<file path="config.mk">
export PLATFORM = sky130hd
export DESIGN_NAME = gcn_weight_path
export DESIGN_NICKNAME = d
export VERILOG_FILES = /design/src/logic/gcn_pkg.sv /design/src/logic/gcn_weight_path.sv /design/src/logic/vertex_mac.sv /design/src/logic/weight_cntl.sv /design/src/logic/weight_sram.sv
export VERILOG_INCLUDE_DIRS = /design/src /design/src/logic
export SDC_FILE = /design/constraint.sdc
export NUM_CORES = 1
export LEC_CHECK = 0
export ABC_AREA = 1
export ABC_CLOCK_PERIOD_IN_PS = 15730
export CORE_MARGIN = 2
export CORE_UTILIZATION = 54
export CTS_CLUSTER_DIAMETER = 60
export DETAILED_ROUTE_END_ITERATION = 12
export DONT_BUFFER_PORTS = 1
export MAX_ROUTING_LAYER = met4
export PLACE_DENSITY = 0.69
export SLEW_MARGIN = 40
export SYNTH_ARGS = -nofsm -noshare
export SYNTH_HDL_FRONTEND = slang
export SYNTH_SLANG_ARGS = --single-unit
</file>
<file path="constraint.sdc">
create_clock -name clk -period 15.73 [get_ports clk]
set_input_delay 3.146 -clock clk [delete_from_list [all_inputs] [get_ports clk]]
set_output_delay 3.146 -clock clk [all_outputs]
set_load 0.05 [all_outputs]
</file>
<file path="src/logic/gcn_config.svh">
`ifndef GCN_CONFIG_SVH
`define GCN_CONFIG_SVH

// feature vector and layer limits
`define MAX_FV_NUM        16
`define MAX_WEIGHT_LAYER  4

// one weight and one feature are the same width
`define FV_SIZE           8
`define MULT_PER_PE       2

// weight sram geometry, address is {layer, line}
`define WEIGHT_SRAM_BW    16
`define WEIGHT_SRAM_AW    5

// accumulator wide enough for MAX_FV_NUM full-scale products
`define ACC_W             20

// derived field widths
`define FV_IDX_W          ($clog2(`MAX_FV_NUM))
`define FV_NUM_W          ($clog2(`MAX_FV_NUM) + 1)
`define LAYER_W           ($clog2(`MAX_WEIGHT_LAYER))
`define LINE_W            ($clog2(`MAX_FV_NUM / `MULT_PER_PE))

`endif

</file>
<file path="src/logic/gcn_pkg.sv">
`default_nettype none

`include "gcn_config.svh"

package gcn_pkg;

    // two weights, element 0 in the low byte
    typedef logic [`MULT_PER_PE-1:0][`FV_SIZE-1:0] weight_pair_t;

    // sram read request, cen and wen active low
    typedef struct packed {
        logic                       cen;
        logic                       wen;
        logic [`WEIGHT_SRAM_AW-1:0] addr;
    } weight_sram_req_t;

    // raw word for the loader, weight pair for the controller
    typedef union packed {
        logic [`WEIGHT_SRAM_BW-1:0] raw;
        weight_pair_t               w;
    } weight_word_u;

    // stream markers toward the bank
    typedef struct packed {
        logic sos;
        logic change;
        logic eos;
    } weight_bank_ctl_t;

    typedef struct packed {
        logic                 valid;
        weight_pair_t         weight;
        logic [`FV_IDX_W-1:0] fv_idx;
        weight_bank_ctl_t     ctl;
    } weight_beat_t;

endpackage

`default_nettype wire

</file>
<file path="src/logic/gcn_weight_path.sv">
`timescale 1ns/10ps
`default_nettype none

`include "gcn_config.svh"

module gcn_weight_path (
    input  wire logic                       clk,
    input  wire logic                       reset,
    input  wire logic                       fire,
    input  wire logic [`LAYER_W-1:0]        num_weight_layer,
    input  wire logic [`FV_NUM_W-1:0]       num_fv,
    input  wire logic                       weight_load_wr,
    input  wire logic [`WEIGHT_SRAM_AW-1:0] weight_load_addr,
    input  wire logic [`WEIGHT_SRAM_BW-1:0] weight_load_data,
    input  wire logic                       feature_wr,
    input  wire logic [`FV_IDX_W-1:0]       feature_addr,
    input  wire logic [`FV_SIZE-1:0]        feature_data,
    output logic                            rs_idle,
    output gcn_pkg::weight_beat_t           beat,
    output logic                            sum_valid,
    output logic [`LAYER_W-1:0]             sum_layer,
    output logic [`ACC_W-1:0]               layer_sum,
    output logic                            done
);
    import gcn_pkg::*;

    wire weight_sram_req_t sram_req;
    wire weight_word_u     sram_q;

    weight_sram u_weight_sram (
        .clk       (clk),
        .req       (sram_req),
        .q         (sram_q),
        .load_wr   (weight_load_wr),
        .load_addr (weight_load_addr),
        .load_data (weight_load_data)
    );

    // beat goes to the mac and out to the bank side
    weight_cntl u_weight_cntl (
        .clk              (clk),
        .reset            (reset),
        .fire             (fire),
        .num_weight_layer (num_weight_layer),
        .num_fv           (num_fv),
        .sram_req         (sram_req),
        .sram_q           (sram_q),
        .beat             (beat),
        .rs_idle          (rs_idle)
    );

    vertex_mac u_vertex_mac (
        .clk          (clk),
        .reset        (reset),
        .feature_wr   (feature_wr),
        .feature_addr (feature_addr),
        .feature_data (feature_data),
        .beat         (beat),
        .sum_valid    (sum_valid),
        .sum_layer    (sum_layer),
        .layer_sum    (layer_sum),
        .done         (done)
    );

endmodule

`default_nettype wire

</file>
<file path="src/logic/vertex_mac.sv">
`timescale 1ns/10ps
`default_nettype none

`include "gcn_config.svh"

module vertex_mac (
    input  wire logic                  clk,
    input  wire logic                  reset,
    input  wire logic                  feature_wr,
    input  wire logic [`FV_IDX_W-1:0]  feature_addr,
    input  wire logic [`FV_SIZE-1:0]   feature_data,
    input  wire gcn_pkg::weight_beat_t beat,
    output logic                       sum_valid,
    output logic [`LAYER_W-1:0]        sum_layer,
    output logic [`ACC_W-1:0]          layer_sum,
    output logic                       done
);

    // this vertex's feature vector
    logic [`FV_SIZE-1:0] feature [`MAX_FV_NUM];

    logic [`ACC_W-1:0]   acc;
    logic [`ACC_W-1:0]   beat_sum;
    logic [`ACC_W-1:0]   acc_next;
    logic [`LAYER_W-1:0] layer_cnt;
    logic [`LAYER_W-1:0] cur_layer;

    always_ff @(posedge clk) begin
        if (feature_wr) begin
            feature[feature_addr] <= feature_data;
        end
    end

    // unsigned products of one beat
    always_comb begin
        logic [2*`FV_SIZE-1:0] prod;
        beat_sum = '0;
        for (int i = 0; i < `MULT_PER_PE; i++) begin
            prod     = feature[beat.fv_idx + `FV_IDX_W'(i)] * beat.weight[i];
            beat_sum = beat_sum + `ACC_W'(prod);
        end
    end

    assign acc_next  = acc + beat_sum;

    // sos starts a fresh stream
    assign cur_layer = beat.ctl.sos ? '0 : layer_cnt;

    always_ff @(posedge clk or negedge reset) begin
        if (!reset) begin
            acc       <= '0;
            layer_cnt <= '0;
            sum_valid <= 1'b0;
            done      <= 1'b0;
        end else begin
            sum_valid <= beat.valid && beat.ctl.change;
            done      <= beat.valid && beat.ctl.change && beat.ctl.eos;
            if (beat.valid) begin
                if (beat.ctl.change) begin
                    acc       <= '0;
                    layer_cnt <= cur_layer + 1'b1;
                end else begin
                    acc       <= acc_next;
                    layer_cnt <= cur_layer;
                end
            end
        end
    end

    // completed layer result
    always_ff @(posedge clk) begin
        if (beat.valid && beat.ctl.change) begin
            layer_sum <= acc_next;
            sum_layer <= cur_layer;
        end
    end

endmodule

`default_nettype wire

</file>
<file path="src/logic/weight_cntl.sv">
`timescale 1ns/10ps
`default_nettype none

`include "gcn_config.svh"

module weight_cntl (
    input  wire logic                   clk,
    input  wire logic                   reset,
    input  wire logic                   fire,
    input  wire logic [`LAYER_W-1:0]    num_weight_layer,
    input  wire logic [`FV_NUM_W-1:0]   num_fv,
    output gcn_pkg::weight_sram_req_t   sram_req,
    input  wire gcn_pkg::weight_word_u  sram_q,
    output gcn_pkg::weight_beat_t       beat,
    output logic                        rs_idle
);
    import gcn_pkg::*;

    typedef enum logic {
        S_IDLE = 1'b0,
        S_WORK = 1'b1
    } state_t;

    localparam logic [`FV_IDX_W-1:0] FV_STEP = `FV_IDX_W'(`MULT_PER_PE);

    state_t               state;
    logic [`LAYER_W-1:0]  layer_cnt;
    logic [`LINE_W-1:0]   line_cnt;
    logic [`FV_IDX_W-1:0] fv_cnt;

    logic issue;
    logic layer_end;
    logic last_req;

    // request stage
    logic                       req_cen;
    logic [`WEIGHT_SRAM_AW-1:0] req_addr;
    logic [`FV_IDX_W-1:0]       req_fv_idx;
    weight_bank_ctl_t           req_ctl;

    // shadow of the request metadata, lines up with sram_q
    logic                 sh_valid;
    logic [`FV_IDX_W-1:0] sh_fv_idx;
    weight_bank_ctl_t     sh_ctl;

    // beat stage
    logic                 beat_valid;
    weight_pair_t         beat_weight;
    logic [`FV_IDX_W-1:0] beat_fv_idx;
    weight_bank_ctl_t     beat_ctl;

    // fire only counts while idle is being shown
    always_comb begin
        if (state == S_IDLE) begin
            issue = fire && rs_idle;
        end else begin
            issue = 1'b1;
        end
    end

    // this request covers the last two elements of the layer
    assign layer_end = ({1'b0, fv_cnt} + {1'b0, FV_STEP}) == num_fv;
    assign last_req  = layer_end && (layer_cnt == num_weight_layer);

    always_ff @(posedge clk or negedge reset) begin
        if (!reset) begin
            state      <= S_IDLE;
            layer_cnt  <= '0;
            line_cnt   <= '0;
            fv_cnt     <= '0;
            rs_idle    <= 1'b1;
            req_cen    <= 1'b1;
            req_ctl    <= '0;
            sh_valid   <= 1'b0;
            sh_ctl     <= '0;
            beat_valid <= 1'b0;
            beat_ctl   <= '0;
        end else begin
            // high again one edge after the last request
            rs_idle <= (state == S_IDLE) && !issue;
            req_cen <= !issue;

            if (issue) begin
                req_ctl.sos    <= (state == S_IDLE);
                req_ctl.change <= layer_end;
                req_ctl.eos    <= last_req;
            end else begin
                req_ctl <= '0;
            end

            sh_valid   <= !req_cen;
            sh_ctl     <= req_ctl;
            beat_valid <= sh_valid;
            beat_ctl   <= sh_ctl;

            // layer-major, line-minor walk
            if (issue) begin
                if (layer_end) begin
                    fv_cnt    <= '0;
                    line_cnt  <= '0;
                    layer_cnt <= last_req ? '0 : layer_cnt + 1'b1;
                end else begin
                    fv_cnt   <= fv_cnt + FV_STEP;
                    line_cnt <= line_cnt + 1'b1;
                end
                state <= last_req ? S_IDLE : S_WORK;
            end
        end
    end

    // payload pipeline
    always_ff @(posedge clk) begin
        req_addr    <= {layer_cnt, line_cnt};
        req_fv_idx  <= fv_cnt;
        sh_fv_idx   <= req_fv_idx;
        beat_weight <= sram_q.w;
        beat_fv_idx <= sh_fv_idx;
    end

    // read-only port, wen held high
    assign sram_req = '{cen: req_cen, wen: 1'b1, addr: req_addr};

    assign beat = '{
        valid:  beat_valid,
        weight: beat_weight,
        fv_idx: beat_fv_idx,
        ctl:    beat_ctl
    };

endmodule

`default_nettype wire

</file>
<file path="src/logic/weight_sram.sv">
`timescale 1ns/10ps
`default_nettype none

`include "gcn_config.svh"

module weight_sram (
    input  wire logic                       clk,
    input  wire gcn_pkg::weight_sram_req_t  req,
    output gcn_pkg::weight_word_u           q,
    input  wire logic                       load_wr,
    input  wire logic [`WEIGHT_SRAM_AW-1:0] load_addr,
    input  wire logic [`WEIGHT_SRAM_BW-1:0] load_data
);

    localparam int DEPTH = 1 << `WEIGHT_SRAM_AW;

    // upper bits select the layer, lower bits the line
    logic [`WEIGHT_SRAM_BW-1:0] mem [DEPTH];

    // load port from the testbench or dma side
    always_ff @(posedge clk) begin
        if (load_wr) begin
            mem[load_addr] <= load_data;
        end
    end

    // registered read, one cycle latency
    // q holds its last value while the port is deselected
    always_ff @(posedge clk) begin
        if (!req.cen && req.wen) begin
            q.raw <= mem[req.addr];
        end
    end

endmodule

`default_nettype wire

</file>
**Word level (Yosys, flattened, before mapping)**

Memories as Yosys holds them, arrays and structs flattened. A register that Yosys moved wholly into a read port is not among the register bits.
Index checks and enable logic that the tools add are counted.

- Register bits after elaboration: 102
- RAM bits: 640
- Bits of input ports: 45
- Output and inout bits: 49
- Word-level logic and storage cells: 66
- Memories kept: 2

- Add/subtract/negate cells: 8
- Multipliers: 2
- Eq/ne operators: 2
- Multiplexer cells: 13
- Bitwise logic cells: 1
- Reduce and logical (&&, ||, !) cells: 9

Memories:

| memory | depth | bits a word | rd ports | clocked after memory_dff | write ports | line | text |
|---|---|---|---|---|---|---|---|
| u_weight_sram.mem | 32 | 16 | 1 | 1 | 1 | weight_sram.sv:18 | `` logic [`WEIGHT_SRAM_BW-1:0] mem [DEPTH]; `` |
| u_vertex_mac.feature | 16 | 8 | 2 | 1 | 1 | vertex_mac.sv:20 | `` logic [`FV_SIZE-1:0] feature [`MAX_FV_NUM]; `` |

Operators by type and width:

| operator | count |
|---|---|
| $mul A8 B8 Y16 | 2 |
| $add A20 B20 Y20 | 1 |
| $mux W20 | 1 |
| $add A16 B16 Y17 | 1 |
| $mux W1 | 6 |
| $mux W2 | 3 |
| $mux W3 | 2 |
| $add A4 B2 Y5 const B | 1 |
| $eq A5 B5 Y1 | 1 |
| $logic_and A1 B1 Y1 | 5 |
| $add A2 B1 Y2 const B | 2 |
| $add A4 B1 Y4 const B | 1 |
| $add A4 B2 Y4 const B | 1 |
| $mux W4 | 1 |
| $add A3 B1 Y3 const B | 1 |
| $logic_not A1 Y1 | 3 |
| $eq A2 B2 Y1 | 1 |
| $reduce_and A2 Y1 | 1 |
| $not A1 Y1 | 1 |

**Longest topological paths before layout**

An unclocked memory read counts as a cell.

- Depth in word-level cells: 6
- Depth in mapped cells: 39

**Modules after synthesis**

From an unflattened synthesis, not the netlist that was laid out.

- Cells, all modules: 3350
- Area total of the unflattened synthesis: 36125.9 µm²

By module, submodules not included:

| module | times used | cells each | area an instance (µm²) | sequential area each (µm²) |
|---|---|---|---|---|
| weight_sram | 1 | 1796 | 21431.8 | 15855.2 |
| vertex_mac | 1 | 1421 | 13146.4 | 5104.9 |
| weight_cntl | 1 | 133 | 1547.7 | 1127.3 |

**Worst setup path after synthesis**

Ideal clock, no wire load.

- Path kind: register to register
- Start point: register u_weight_cntl.beat_fv_idx[1]
- End point: register u_vertex_mac.layer_sum[19] (data pin)
- Setup time: 255 ps
- Data arrival time: 6753 ps
- Data required time: 15475 ps
- Path slack: 8722 ps
- Cell stages (with the launch flop): 32
- Path buffers: 2
- Cell sequence: dfxtp_1 -> buf_2 -> clkbuf_1 -> o21ai_0 -> o221ai_1 -> nand2_1 -> inv_2 -> nand2_1 -> fa_1 -> fa_1 -> inv_1 -> fa_1 -> fa_1 -> fa_1 -> inv_1 -> fa_1 -> inv_1 -> ha_1 -> nand2_1 -> clkinv_1 -> nand4_1 -> nand3_1 -> a21oi_1 -> xnor2_1 -> ha_1 -> nand2_1 -> nor2_1 -> and2_1 -> nand3_1 -> nand3_1 -> nand2_1 -> and2_1

- Longest elaborated chain between the ends: 5

RTL lines:

| item | line | text |
|---|---|---|
| from (decl) | weight_cntl.sv:49 | `` logic [`FV_IDX_W-1:0] beat_fv_idx; `` |
| from (signal assigned) | weight_cntl.sv:117 | `beat_fv_idx <= sh_fv_idx;` |
| $add A4 B1 Y4 | vertex_mac.sv:39 | `` prod = feature[beat.fv_idx + `FV_IDX_W'(i)] * beat.weight[i]; `` |
| $mem_v2 Z16 W8 | - |  |
| $mul A8 B8 Y16 | vertex_mac.sv:39 |  |
| $add A16 B16 Y17 | vertex_mac.sv:40 | `` beat_sum = beat_sum + `ACC_W'(prod); `` |
| $add A20 B20 Y20 | vertex_mac.sv:44 | `assign acc_next = acc + beat_sum;` |
| named net u_vertex_mac.acc_next[19] | vertex_mac.sv:24 | `` logic [`ACC_W-1:0] acc_next; `` |
| to (signal assigned) | vertex_mac.sv:73 | `layer_sum <= acc_next;` |
| to (decl) | vertex_mac.sv:15 | `` output logic [`ACC_W-1:0] layer_sum, `` |

The timed path passes the listed nets, and every way through them passes these cells.
A chain may end at the register's enable or synchronous reset.

**Worst setup path after layout**

- Start point: register u_weight_cntl.beat_fv_idx[2]
- End point: register u_vertex_mac.layer_sum[19] (data pin)

Same word-level chain as after synthesis.

==> qor.yml <==
status: "finished clean"
ys_seq_area_share_pct: 63.7
cp.arrival_ns: 8.35
finClkSkew_ns: 0.0305
routedWlPerCell_microns: 20.5
rows: 92
finalSetupTns_ns: 0
r2r-end: "u_vertex_mac.layer_sum[19]$_DFFE_PP_"
required_ns: 16.09
numCtsBuffers: 81
period_share_pct: 50.8
wl_microns: 82200
cp-start-kind: "register"
cp_max_fo: 34
hold_buffers: 0
clk_pin_slew_ns: 0.06
nNetsFinal: 3332
reg2reg_from: "u_weight_cntl.beat_fv_idx[2]$_DFF_P_"
synthSimpleGateAreaFrac_pct: 15.4
overflow: 0
initial_core_util_pct: 54.7
die_h_microns: 257
fillers: 5056
maxSlewViolCount: 0
drc_errors: 0
synth_nets: 3340
area_growth_pct: 10.2
fp.dieW_microns: 257
dr.pass1.iters: 7
yosysUniqueCellTypes: 35
hold_path_end: "u_weight_cntl.beat_fv_idx[3]$_DFF_P_"
synth_top_family_by_area: "simple AND/OR/NAND/NOR gates"
h-tree-depth: 3
tightest_slew_ns: 0.891
r2r_cells: 30
final_cell_mix: "nand2_1 (766), edfxtp_1 (678), nor2_1 (351), inv_1 (235), nand3_1 (183)"
hold-path-cell-count: 0
end_kind: "register"
relSlewSlack_pct: 40.4
drive_gt1_share_pct: 6.44
syn_inst: 3112
synthXorXnorAreaFrac_pct: 0.682
cts_setup_buffers: 0
yosys_warnings: 0
setup_viol: 0
cts-resized-gates: 0
hold_path.class: "register to register"
min_period_ns: 7.98
syn_avg_cell_area_sq_um: 11.1
n_antenna_cell: 0
dieArea_sq_mm: 0.0662
crit_path_frequent_cell: "fa_1"
max_freq_ghz: 0.125
syn-cell-area_sq_mm: 0.0347
pin_count: 94
rsz0062_at_grt: "false"
cpMaxStageDelayCell: "fa_1"
cts.sinks: 753
cap_violations: 0
coreArea_sq_mm: 0.0633
num_vias: 22600
synth_fa_ha_area_share_pct: 8.73
ys_ff_latch: 753
synth.area.mux_share_pct: 0
via_per_inst: 5.62
grt_pass1_vias: 22000
antenna_found_initial: 1
dp_hpwl_microns: 51600
synth_compound_area_share_pct: 6.81
path_class: "register to register"
ant_nets: 0
cts_tree: "done"
port_buffers: 0
grt_max_degree: 98
max_stage_delay_ns: 0.55
holdCritStartpoint: "u_weight_cntl.sh_fv_idx[3]$_DFF_P_"
cts_buffer_depth: 3
grt_pass1_wl_microns: 126000
grt_use_total_pct: 25.6
clock_latency_ns: 0.63
r2r_slack_ns: 7.75
root_buffer: "clkbuf_16"
place_congestion: 0.924
hold_viol: 0
drtIter0Drc: 2276
final_common_cell: "nand2_1"
sequential cells by signal, summed over array words and instances, names as in the netlist, 2 cells and up:
signal	cells
u_weight_cntl.beat	19
u_weight_cntl.layer_cnt	2
u_weight_sram.mem	512
u_weight_cntl.req_addr	5
u_vertex_mac.layer_sum	20
u_weight_cntl.req_fv_idx	3
u_weight_cntl.beat_fv_idx	3
u_weight_cntl.req_ctl	3
u_vertex_mac.feature	128
u_weight_cntl.line_cnt	3
u_weight_cntl.sh_fv_idx	3
u_vertex_mac.layer_cnt	2
u_vertex_mac.sum_layer	2
u_weight_cntl.fv_cnt	3
u_weight_cntl.sh_ctl	3
u_vertex_mac.acc	20
u_weight_sram.q	16
Yosys cell counts (all sizes together):
library cell	number	area [sq um]
ha	85	1060
clkbuf	66	248
a22o	4	35.0
xor2	16	140
xnor2	11	96.3
o221ai	28	245
buf	67	367
a31oi	1	6.26
a21o	1	7.51
clkinv	3	11.3
nand2	766	2880
and2	13	81.3
nand4	7	43.8
dfstp	1	26.3
dfrtp	44	1100
nand3b	5	37.5
edfxtp	678	20400
o31ai	64	480
conb	1	3.75
or2	2	12.5
o21ai	143	716
nand3	183	916
inv	263	987
fa	98	1960
nor2	362	1360
o21bai	5	37.5
a21oi	159	796
dfxtp	30	601
o22ai	6	37.5
worst max-delay path: cells and delay by family (launching register included):
kind / cells / cell delay, ns
compound gates: 4 / 0.92
xor+xnor: 1 / 0.17
fa+ha+maj: 8 / 3.78
buf+inv: 6 / 1.07
flops: 1 / 0.31
simple gates: 11 / 1.48
final cells by class:
type                            count  area, sq um  share of cell area, %
Clock inverter                     54          562                   1.47
Multi-Input combinational cell   1960        11000                   28.8
Clock buffer                       95         2120                   5.56
Sequential cell                   753        22100                   57.9
Inverter                          266         1010                   2.64
Timing Repair Buffer               42          319                  0.836
Tap cell                          846         1060                   2.77
cells by family after synthesis:
logic type               after synthesis
flip-flops                           753
AND/OR/NAND/NOR                     1338
AO/OA/AOI/OAI                        411
XOR/XNOR                              27
adder cells (fa/ha/maj)              183
other                                  1
buffers and inverters                399
metrics by stage:
| step | setup WS, ns | cells | instance area, sq um | hold slack [ns] | utilization [%] |
|---|---|---|---|---|---|
| after detailed placement | 7.82 | 3867 | 35500 | 0.315 | 56.0 |
| final | 7.75 | 4016 | 38200 | 0.326 | 60.3 |
| after CTS | 7.79 | 4016 | 38200 | 0.327 | 60.3 |
| after floorplan | 8.72 | 3112 | 34700 | 0.310 | - |
| after global placement | 7.93 | 3867 | 35400 | 0.322 | 56.0 |
| after global routing | 7.28 | 4016 | 38200 | 0.339 | 60.3 |
layer usage:
layer / track usage [%] / up-vias / wire length [microns]
met3: 4.90 / 162 / 6640
met4: 9.07 / 0 / 2620
met2: 39.7 / 837 / 39200
met1: 34.2 / 11000 / 33800
li1: - / 10500 / -
met5: - / - / 0
worst max-delay path by stage:
stage / startpoint / to / cells past startpoint / slack (ns)
finish: u_weight_cntl.beat_fv_idx[2]$_DFF_P_ / u_vertex_mac.layer_sum[19]$_DFFE_PP_ / 30 / 7.75
global route: u_weight_cntl.beat_fv_idx[2]$_DFF_P_ / u_vertex_mac.layer_sum[17]$_DFFE_PP_ / 32 / 7.28
CTS: u_weight_cntl.beat_fv_idx[2]$_DFF_P_ / u_vertex_mac.layer_sum[19]$_DFFE_PP_ / 31 / 7.79
detailed placement: u_weight_cntl.beat_fv_idx[2]$_DFF_P_ / u_vertex_mac.layer_sum[17]$_DFFE_PP_ / 31 / 7.82
global placement: u_weight_cntl.beat_fv_idx[1]$_DFF_P_ / u_vertex_mac.layer_sum[18]$_DFFE_PP_ / 27 / 7.93
floorplan: u_weight_cntl.beat_fv_idx[1]$_DFF_P_ / u_vertex_mac.layer_sum[19]$_DFFE_PP_ / 31 / 8.72
Power is left out: the tool's default activity adds up to more than one toggle a clock period on the data nets, which glitch-free logic cannot reach.
